==> src/design/seq_types_pkg.sv <==
package seq_types_pkg;

	// one sequence byte carried in each packet
	typedef logic [7:0] aux_t;

	// segment repeat count, same width as segment_number_max
	typedef logic [15:0] seg_count_t;

	// byte offset inside a packet
	typedef logic [15:0] byte_pos_t;

	// statistics counters and loss values
	typedef logic [31:0] stat_t;

	// --------------------
	// monitor state machine
	// --------------------
	// st_idle  waiting for first aux
	// st_run   checking each aux
	// st_done  packet limit reached, frozen until reset
	typedef enum logic [1:0] {
		st_idle = 2'd0,
		st_run  = 2'd1,
		st_done = 2'd2
	} monitor_state_t;

endpackage

==> src/design/seq_config_pkg.sv <==
package seq_config_pkg;

	// aux byte position inside a packet
	localparam int DEFAULT_AUX_OFFSET = 0;

	// packets counted before the monitor stops
	localparam int DEFAULT_MAX_PACKETS = 500000;

	// loss pipeline depth, request to loss_valid
	localparam int LOSS_LATENCY = 3;

endpackage

==> src/design/loss_req_if.sv <==
`timescale 1ns/1ns

interface loss_req_if;
	import seq_types_pkg::*;

	// one-cycle request pulse
	logic req;
	// aux before the mismatch
	aux_t aux_prev;
	// repeats already seen of aux_prev
	seg_count_t same_count;
	// aux that broke the sequence
	aux_t aux_new;

	modport ctrl (output req, aux_prev, same_count, aux_new);

	modport calc (input req, aux_prev, same_count, aux_new);

endinterface

==> src/design/stats_if.sv <==
`timescale 1ns/1ns

interface stats_if;
	import seq_types_pkg::*;

	// judged packet strobe and its verdict
	logic check_strobe;
	logic check_ok;
	// first aux after reset, counted only
	logic seed;
	// loss pipeline result
	logic loss_valid;
	stat_t loss_value;

	modport ctrl (output check_strobe, check_ok, seed);
	modport calc (output loss_valid, loss_value);
	modport stats (input check_strobe, check_ok, seed, loss_valid, loss_value);

endinterface

==> src/design/aux_extractor.sv <==
`timescale 1ns/1ns

module aux_extractor #(
	parameter int AUX_OFFSET = seq_config_pkg::DEFAULT_AUX_OFFSET
) (
	input logic clk,
	input logic rst,
	input logic rx_en,
	input seq_types_pkg::aux_t rx_data,
	output logic aux_strobe,
	output seq_types_pkg::aux_t aux_value
);
	import seq_types_pkg::*;

	// position of the byte currently on rx_data
	byte_pos_t byte_pos;
	logic at_aux;

	assign at_aux = rx_en && (byte_pos == byte_pos_t'(AUX_OFFSET));

	// --------------------
	// byte position
	// --------------------
	always_ff @(posedge clk) begin
		if (rst) begin
			byte_pos <= '0;
		end else if (!rx_en) begin
			// idle between packets, next byte is offset 0
			byte_pos <= '0;
		end else if (byte_pos != '1) begin
			// saturate so very long packets never hit the offset twice
			byte_pos <= byte_pos + byte_pos_t'(1);
		end
	end

	// strobe one cycle after the aux byte
	always_ff @(posedge clk) begin
		if (rst) begin
			aux_strobe <= 1'b0;
		end else begin
			aux_strobe <= at_aux;
		end
	end

	// aux capture, qualified by aux_strobe
	always_ff @(posedge clk) begin
		if (at_aux) begin
			aux_value <= rx_data;
		end
	end

endmodule

==> src/design/seq_check_ctrl.sv <==
`timescale 1ns/1ns

module seq_check_ctrl #(
	parameter int MAX_PACKETS = seq_config_pkg::DEFAULT_MAX_PACKETS
) (
	input logic clk,
	input logic rst,
	input seq_types_pkg::seg_count_t segment_number_max,
	input logic aux_strobe,
	input seq_types_pkg::aux_t aux_value,
	loss_req_if.ctrl loss_req,
	stats_if.ctrl stats,
	input seq_types_pkg::stat_t count_in,
	output logic valid,
	output seq_types_pkg::monitor_state_t state
);
	import seq_types_pkg::*;

	aux_t aux_prev;
	seg_count_t same_count;

	// last repeat of the current aux run
	logic run_last;
	aux_t aux_expect;
	logic aux_match;
	logic limit_hit;

	assign run_last = (same_count == segment_number_max - seg_count_t'(1));
	assign aux_expect = run_last ? aux_prev + aux_t'(1) : aux_prev;
	assign aux_match = (aux_value == aux_expect);
	assign limit_hit = (count_in >= stat_t'(MAX_PACKETS));

	// --------------------
	// state machine
	// --------------------
	always_ff @(posedge clk) begin
		if (rst) begin
			state <= st_idle;
			valid <= 1'b0;
			same_count <= '0;
			loss_req.req <= 1'b0;
			stats.check_strobe <= 1'b0;
			stats.seed <= 1'b0;
		end else begin
			// strobes are single cycle
			loss_req.req <= 1'b0;
			stats.check_strobe <= 1'b0;
			stats.seed <= 1'b0;
			case (state)
				st_idle: begin
					if (aux_strobe) begin
						// first aux only seeds the predictor
						aux_prev <= aux_value;
						same_count <= '0;
						stats.seed <= 1'b1;
						valid <= 1'b1;
						state <= st_run;
					end
				end
				st_run: begin
					// limit wins over a strobe in the same cycle
					if (limit_hit) begin
						state <= st_done;
					end else if (aux_strobe) begin
						stats.check_strobe <= 1'b1;
						stats.check_ok <= aux_match;
						aux_prev <= aux_value;
						if (aux_match) begin
							same_count <= run_last ? '0 : same_count + seg_count_t'(1);
						end else begin
							same_count <= '0;
							// surplus repeat of aux_prev loses nothing
							loss_req.req <= (aux_value != aux_prev);
							loss_req.aux_prev <= aux_prev;
							loss_req.same_count <= same_count;
							loss_req.aux_new <= aux_value;
						end
					end
				end
				st_done: begin
					// frozen until reset
				end
				default: begin
					state <= st_idle;
				end
			endcase
		end
	end

endmodule

==> src/design/loss_calculator.sv <==
`timescale 1ns/1ns

module loss_calculator (
	input logic clk,
	input logic rst,
	input seq_types_pkg::seg_count_t segment_number_max,
	loss_req_if.calc loss_req,
	stats_if.calc stats
);
	import seq_types_pkg::*;
	import seq_config_pkg::*;

	// one valid bit per stage, bit 0 is stage 1
	logic [LOSS_LATENCY-1:0] stage_vld;

	// rest of the broken run, and whole runs skipped
	seg_count_t part_seg;
	aux_t gap;

	stat_t s1_partial;
	aux_t s1_gap;
	stat_t s2_partial;
	stat_t s2_product;
	stat_t s3_sum;

	assign part_seg = segment_number_max - loss_req.same_count - seg_count_t'(1);
	// mod 256 wrap comes from the byte width
	assign gap = loss_req.aux_new - loss_req.aux_prev - aux_t'(1);

	always_ff @(posedge clk) begin
		if (rst) begin
			stage_vld <= '0;
		end else begin
			stage_vld <= {stage_vld[LOSS_LATENCY-2:0], loss_req.req};
		end
	end

	// --------------------
	// stage 1 partial segment and gap
	always_ff @(posedge clk) begin
		if (loss_req.req) begin
			s1_partial <= stat_t'(part_seg);
			s1_gap <= gap;
		end
	end

	// stage 2 whole runs times run length
	always_ff @(posedge clk) begin
		if (stage_vld[0]) begin
			s2_partial <= s1_partial;
			s2_product <= stat_t'(s1_gap) * stat_t'(segment_number_max);
		end
	end

	// stage 3 total
	always_ff @(posedge clk) begin
		if (stage_vld[1]) begin
			s3_sum <= s2_partial + s2_product;
		end
	end

	assign stats.loss_valid = stage_vld[LOSS_LATENCY-1];
	assign stats.loss_value = s3_sum;

endmodule

==> src/design/seq_stats.sv <==
`timescale 1ns/1ns

module seq_stats (
	input logic clk,
	input logic rst,
	stats_if.stats stats,
	output seq_types_pkg::stat_t count,
	output seq_types_pkg::stat_t ok,
	output seq_types_pkg::stat_t ng,
	output seq_types_pkg::stat_t lostnum
);
	import seq_types_pkg::*;

	// --------------------
	// packet counters
	// --------------------
	always_ff @(posedge clk) begin
		if (rst) begin
			count <= '0;
			ok <= '0;
			ng <= '0;
		end else begin
			// seed and judged packets both count
			if (stats.seed || stats.check_strobe) begin
				count <= count + stat_t'(1);
			end
			// verdict only for judged packets
			if (stats.check_strobe) begin
				if (stats.check_ok) begin
					ok <= ok + stat_t'(1);
				end else begin
					ng <= ng + stat_t'(1);
				end
			end
		end
	end

	// --------------------
	// lost packet total
	// --------------------
	always_ff @(posedge clk) begin
		if (rst) begin
			lostnum <= '0;
		end else if (stats.loss_valid) begin
			lostnum <= lostnum + stats.loss_value;
		end
	end

endmodule

==> src/design/seq_monitor_top.sv <==
`timescale 1ns/1ns

module seq_monitor_top #(
	parameter int AUX_OFFSET = seq_config_pkg::DEFAULT_AUX_OFFSET,
	parameter int MAX_PACKETS = seq_config_pkg::DEFAULT_MAX_PACKETS
) (
	input logic clk,
	input logic rst,
	input seq_types_pkg::seg_count_t segment_number_max,
	input logic rx_en,
	input seq_types_pkg::aux_t rx_data,
	output seq_types_pkg::stat_t count,
	output seq_types_pkg::stat_t ok,
	output seq_types_pkg::stat_t ng,
	output seq_types_pkg::stat_t lostnum,
	output logic valid,
	output seq_types_pkg::monitor_state_t state
);

	// extractor to control
	logic aux_strobe;
	seq_types_pkg::aux_t aux_value;

	// ctrl to loss pipeline
	loss_req_if loss_req ();
	// verdicts and losses into the counters
	stats_if stats_bus ();

	// --------------------
	aux_extractor #(
		.AUX_OFFSET (AUX_OFFSET)
	) u_aux_extractor (
		.clk        (clk),
		.rst        (rst),
		.rx_en      (rx_en),
		.rx_data    (rx_data),
		.aux_strobe (aux_strobe),
		.aux_value  (aux_value)
	);

	// count fed back for the packet limit
	seq_check_ctrl #(
		.MAX_PACKETS (MAX_PACKETS)
	) u_seq_check_ctrl (
		.clk                (clk),
		.rst                (rst),
		.segment_number_max (segment_number_max),
		.aux_strobe         (aux_strobe),
		.aux_value          (aux_value),
		.loss_req           (loss_req.ctrl),
		.stats              (stats_bus.ctrl),
		.count_in           (count),
		.valid              (valid),
		.state              (state)
	);

	loss_calculator u_loss_calculator (
		.clk                (clk),
		.rst                (rst),
		.segment_number_max (segment_number_max),
		.loss_req           (loss_req.calc),
		.stats              (stats_bus.calc)
	);

	seq_stats u_seq_stats (
		.clk     (clk),
		.rst     (rst),
		.stats   (stats_bus.stats),
		.count   (count),
		.ok      (ok),
		.ng      (ng),
		.lostnum (lostnum)
	);

endmodule

==> config.mk <==
export PLATFORM = sky130hd
export DESIGN_NAME = seq_monitor_top
export DESIGN_NICKNAME = d
export VERILOG_FILES = /design/src/design/seq_types_pkg.sv /design/src/design/seq_config_pkg.sv /design/src/design/loss_req_if.sv /design/src/design/stats_if.sv /design/src/design/aux_extractor.sv /design/src/design/seq_check_ctrl.sv /design/src/design/loss_calculator.sv /design/src/design/seq_stats.sv /design/src/design/seq_monitor_top.sv
export SDC_FILE = /design/constraint.sdc
export NUM_CORES = 1
export LEC_CHECK = 0
export BUFFER_PORTS_ARGS = -buffer_cell sky130_fd_sc_hd__buf_2
export CAP_MARGIN = 20
export CORE_ASPECT_RATIO = 0.7
export CORE_MARGIN = 10
export CORE_UTILIZATION = 57
export CTS_BUF_LIST = sky130_fd_sc_hd__clkbuf_8
export DETAILED_ROUTE_END_ITERATION = 12
export GPL_TIMING_DRIVEN = 0
export HOLD_SLACK_MARGIN = 0.05
export PLACE_DENSITY = 0.8
export SLEW_MARGIN = 20
export SYNTH_ARGS = -nofsm -noshare
export SYNTH_HDL_FRONTEND = slang
export SYNTH_SLANG_ARGS = --single-unit
==> constraint.sdc <==
create_clock -name clk -period 4.5 [get_ports clk]
set_input_delay 0.225 -clock clk [delete_from_list [all_inputs] [get_ports clk]]
set_output_delay 0.225 -clock clk [all_outputs]
set_load 0.05 [all_outputs]
Word level (Yosys, flattened, before mapping)
Cells that the tools add are included.
- register bits after elaboration: 315
- bits of input ports: 27
- output and inout port bits: 131
- logic and storage cells: 89
- add/sub/neg operators: 13
- multiply operators: 1
- $lt $le $gt $ge: 1
- eq/ne operators: 10
- mux-type cells: 14
- bitwise operators: 9
- reduce and logical (&&, ||, !) cells: 17
- operators with widths (cell ; number):
    adder 32 x 1 -> 32 bit (second input constant) ; 3
    2-to-1 mux 16 bit ; 5
    adder 16 x 1 -> 16 bit (second input constant) ; 2
    adder 32 bit ; 1
    >= comparator 32 x 19 -> 1 bit (second input constant) ; 1
    case mux 16 bit (2 select lines) ; 1
    subtractor 16 x 1 -> 16 bit (second input constant) ; 2
    adder 16 x 24 -> 25 bit ; 1
    multiplier 8 x 16 -> 24 bit ; 1
    2-to-1 mux 8 bit ; 3
    == test 16 bit ; 1
    zero test 16 bit ; 1
    inequality test 16 bit (second input constant) ; 1
    case mux 8 bit (2 select lines) ; 1
    subtractor 16 bit ; 1
    NOT 1 bit ; 9
    adder 8 x 1 -> 8 bit (second input constant) ; 1
    == test 8 bit ; 1
    inequality test 8 bit ; 1
    AND reduction 4 bit ; 2
    subtractor 8 x 1 -> 8 bit (second input constant) ; 1
    subtractor 8 bit ; 1
    inequality test 2 bit (second input constant) ; 3
    case mux 2 bit (3 select lines) ; 1
    15 further kinds ; 20

Longest topological paths before layout
- word-level depth: 8
- gate-level depth with buffers: 20
- mapped depth without buffers: 19

Modules after synthesis
From an unflattened synthesis, not the netlist that was laid out.
- cell total of the unflattened synthesis: 2115
- area, all modules: 20343.3 um^2
- modules (own cells, without submodules) (module ; times used ; cells an instance ; area each (um^2) ; seq. area each (um^2)):
    loss_calculator ; 1 ; 855 ; 8829.7 ; 2732.6
    seq_stats ; 1 ; 826 ; 6965.4 ; 2562.5
    seq_check_ctrl ; 1 ; 319 ; 3343.2 ; 1671.6
    aux_extractor ; 1 ; 115 ; 1204.9 ; 580.6

Worst setup path after synthesis
No wires, ideal clock.
- kind: register to register
- start point: reg u_loss_calculator.s1_gap[4]
- end point: reg u_loss_calculator.s2_product[22], data pin
- setup time: 0.258 ns
- arrival time: 4.456 ns
- data required time: 4.242 ns
- path slack: -0.214 ns
- cell stages (with the launch flop): 18
- path buffers: 1
- clock period less this slack: 4.714 ns
- cell sequence: edfxtp_1 -> clkbuf_1 -> and2_1 -> fa_1 -> fa_1 -> fa_1 -> inv_1 -> fa_1 -> inv_1 -> ha_1 -> nor3_1 -> nand2_1 -> a31o_2 -> a41oi_1 -> a21oi_1 -> a21o_1 -> a21oi_1 -> xnor2_1
- longest elaborated chain between the ends: 1
- ends and longest elaborated chain (item ; RTL line ; source):
    start: declaration ; loss_calculator.sv:21 ; aux_t s1_gap;
    start signal: assignment ; loss_calculator.sv:43 ; s1_gap <= gap;
    multiplier 8 x 16 -> 24 bit ; loss_calculator.sv:51 ; s2_product <= stat_t'(s1_gap) * stat_t'(segment_number_max);
    end signal: assignment ; loss_calculator.sv:51 ;
    end: declaration ; loss_calculator.sv:23 ; stat_t s2_product;
No other way between the ends.
A chain may end at the register's enable or synchronous reset.

Final worst setup path
- start point: reg u_loss_calculator.s1_gap[3]
- end point: reg u_loss_calculator.s2_product[22], data pin
The elaborated chain is that of the path after synthesis.

==> out/results.ini <==
[run_status]
status = complete, but fails checks
violations = setup timing

[finish]
fill_cells = 2471
fin_area_um2 = 22100
layout.nets = 2428
drive_above_1_share_pct = 15.7
post-route-util_pct = 67.8
layout_commonest_cell = inv_1
multi_input_area_um2 = 10900
seq_area_um2 = 7550
final_cell_mix = inv_1 (196), nor2_1 (178), dfxtp_1 (167)
area_growth_pct = 16.1

[routing]
num_vias = 14800
firstDrtPassIters = 7
postRouteAntennaNets = 0
drc_errors = 0
wire_per_inst_um = 17.4
avgViaCountPerCell = 5.55
drt_wl_total_mm = 46.2
drt-initial-drc-count = 1112

[clock_network]
ctsRootBufferMaster = clkbuf_8
numCtsBuffers = 48
htreeDepth = 2
path_clk_slew_ps = 60
cts.sinks = 308
clk_latency_ps = 620
clockBufferDepth = 3
cts_tree = yes

[run]
cap_viol_max_count = 0

[global_route]
grt_pass1_wl_mm = 74.1
grt.total_usage_pct = 21.7
antenna_found_initial = 1
grt_max_degree = 38
grt_pass1_vias = 14400
grt-ovfl-total = 0

[logic_synthesis]
syn-mean-instance-area_um2 = 9.76
synth_edf_count = 138
synth-main-ff-cell = dfxtp_1
ys_top_cells_by_area = edfxtp_1 (22%), dfxtp_1 (18%), fa_1 (9.3%), ha_1 (7.6%), xnor2_1 (5.0%)
synth_largest_area_cell = edfxtp_1
syn_nets = 2182
synth_warnings = 0
syn-cell-area_um2 = 19000
synth_top_area_share_pct = 21.8
async_reset_ff_share_pct = 0
synthDistinctLibCells = 72
seq_area_frac_synth_pct = 39.6
syn_inst = 1951
synth.ff_latch_count = 308

[place]
portBuffers = 156
dp_hpwl_mm = 34.5
gp_congestion = 0.884
postPlaceCellArea_um2 = 20500
dp_slack_ps = -634

[critical_path]
path_max_fanout = 7
worstSetupPathType = reg -> reg
critPathCaptureType = flip-flop
cp.arrival_ps = 4990
worstSetupStartpointType = flip-flop
crit_required_ps = 4850

[sta]
maxSlewViolCount = 0
period_minus_slack_ps = 4640
setup_viol = 9
worst_pin_slew_ps = 887
rsz0062_at_grt = true
max_freq_mhz = 215
max_slew_margin_pct = 40.9
hold_violations = 0
fin_crit_sh_pct = 103
finalSetupTns_ps = -844
skew_ps = 37.0
final.setup.worst_slack_ps = -144

[power]
finalPower_mw = 7.10
p_per_area_nw_per_um2 = 321
ir_drop_v = 0.000237
p_leak_nw = 9.48

[die]
start_util_pct = 58.4
core-area_um2 = 32600
die-width_um = 238
dieArea_um2 = 41200
row_count = 55
io-pin-count = 158
die_h_um = 173

[worst_hold_path]
hold_path.class = in -> reg

==> logic make-up (layout without fill, tap and decap cells) <==
| logic type | Yosys count | count (layout) | share of synthesized area, % |
|---|---|---|---|
| mux | 22 | 22 | 1.17 |
| other cells | 0 | 1 | 0 |
| compound gates | 266 | 266 | 8.83 |
| fa+ha+maj | 204 | 204 | 16.9 |
| buf+inv | 243 | 528 | 4.88 |
| simple gates | 698 | 698 | 18.9 |
| xor+xnor | 210 | 210 | 9.66 |
| flops | 308 | 308 | 39.6 |
==> state kept, by name, indices dropped and copies added (netlist names), 2 cells and up <==
signal and count:
u_seq_stats.lostnum 32, u_loss_calculator.stats.loss_value 25, u_seq_check_ctrl.state 2, u_loss_calculator.s2_partial 16
u_loss_calculator.s1_gap 8, u_seq_check_ctrl.loss_req.aux_new 8, u_loss_calculator.stage_vld 3, u_seq_check_ctrl.aux_prev 8
u_seq_stats.ng 32, u_loss_calculator.s1_partial 16, u_loss_calculator.s2_product 24, u_aux_extractor.byte_pos 16
u_seq_stats.ok 32, u_seq_check_ctrl.same_count 16, u_aux_extractor.aux_value 8, u_seq_check_ctrl.loss_req.same_count 16
u_seq_stats.count 32, u_seq_check_ctrl.loss_req.aux_prev 8
==> final timing paths <==
kind,slack (ps),end,from,depth (start not counted)
setup / recovery,-140,u_loss_calculator.s2_product[22],u_loss_calculator.s1_gap[3],17
hold / removal,110,u_loss_calculator.s1_partial[0],segment_number_max[0],2
setup reg to reg,-140,u_loss_calculator.s2_product[22],u_loss_calculator.s1_gap[3],17
hold reg to reg,420,u_loss_calculator.s2_partial[0],u_loss_calculator.s1_partial[0],0
==> synth_stat cells (3+ instances only) <==
cell         n
a211oi_1    10
o21ai_1      9
ha_1       116
or3_1       20
nor3_1      29
a31o_2       3
nand2_1    127
a21oi_1     82
and2_1     110
nand4_1     20
edfxtp_1   138
nand3b_1     4
o31ai_1     13
xor2_1     101
inv_1      188
o21ai_0     52
clkbuf_1    47
and4_1      15
or2_2        5
o2111ai_1    4
nor3b_1      5
or4_1        6
xnor2_1    109
o21bai_1    12
buf_1        4
a21boi_0     6
o22ai_1      6
fa_1        88
a21o_1      24
dfxtp_1    170
and3_1      37
o31a_1       4
nor4_1      13
nor2b_1     24
mux2i_1     20
a31oi_1     10
nand2b_1    20
o21a_1       8
nand3_1     67
nor2_1     179
==> power breakdown <==
group / total (mW) / internal, mW / switching (mW)
clock: 2.35 / 1.21 / 1.14
sequential: 3.01 / 3.00 / 0.0185
combinational: 1.73 / 0.792 / 0.936
==> critical path: stages, from the launching register on <==
cell and delay (ps):
edfxtp_1 480, buf_8 190, and2_1 150, fa_2 370, fa_1 550, inv_1 50, fa_1 460, fa_1 560
inv_1 70, ha_4 290, inv_1 50, o21ai_1 220, a31o_2 240, a41oi_2 140, a21oi_2 240, a21o_1 160
a21oi_2 60, xnor2_1 130
==> timing repair <==
action,in CTS,in global routing
setup endpoints to repair,13,12
buffers inserted,24,7
pin swaps,60,16
hold buffers,8,0
resized for setup,69,16
endpoints found under the hold margin,8,0
==> per-layer routing <==
layer	part of all wire [%]	track usage, %	up-vias
li1	-	-	7119
met1	44	28.8	7040
met2	46	35.0	545
met3	7.8	5.42	85
met4	2.2	5.33	0
met5	0	0	-
==> final cells by class <==
cell class	count	share of cell area [%]
well taps	427	2.42
repair buffers	197	5.34
flip-flops and latches	308	34.2
diodes	1	0.0113
clock buffers	53	3.30
plain buffers	54	1.34
clock inverters	36	1.01
multi-input cells	1400	49.2
inverters	188	3.19
==> metrics by stage <==
step,cells,hold slack [ps]
floorplan,1951,324
global placement,2534,402
detailed placement,2536,403
CTS,2656,68.6
global route,2663,96.1
finish,2664,110
Power figures use the tool's default switching activity.
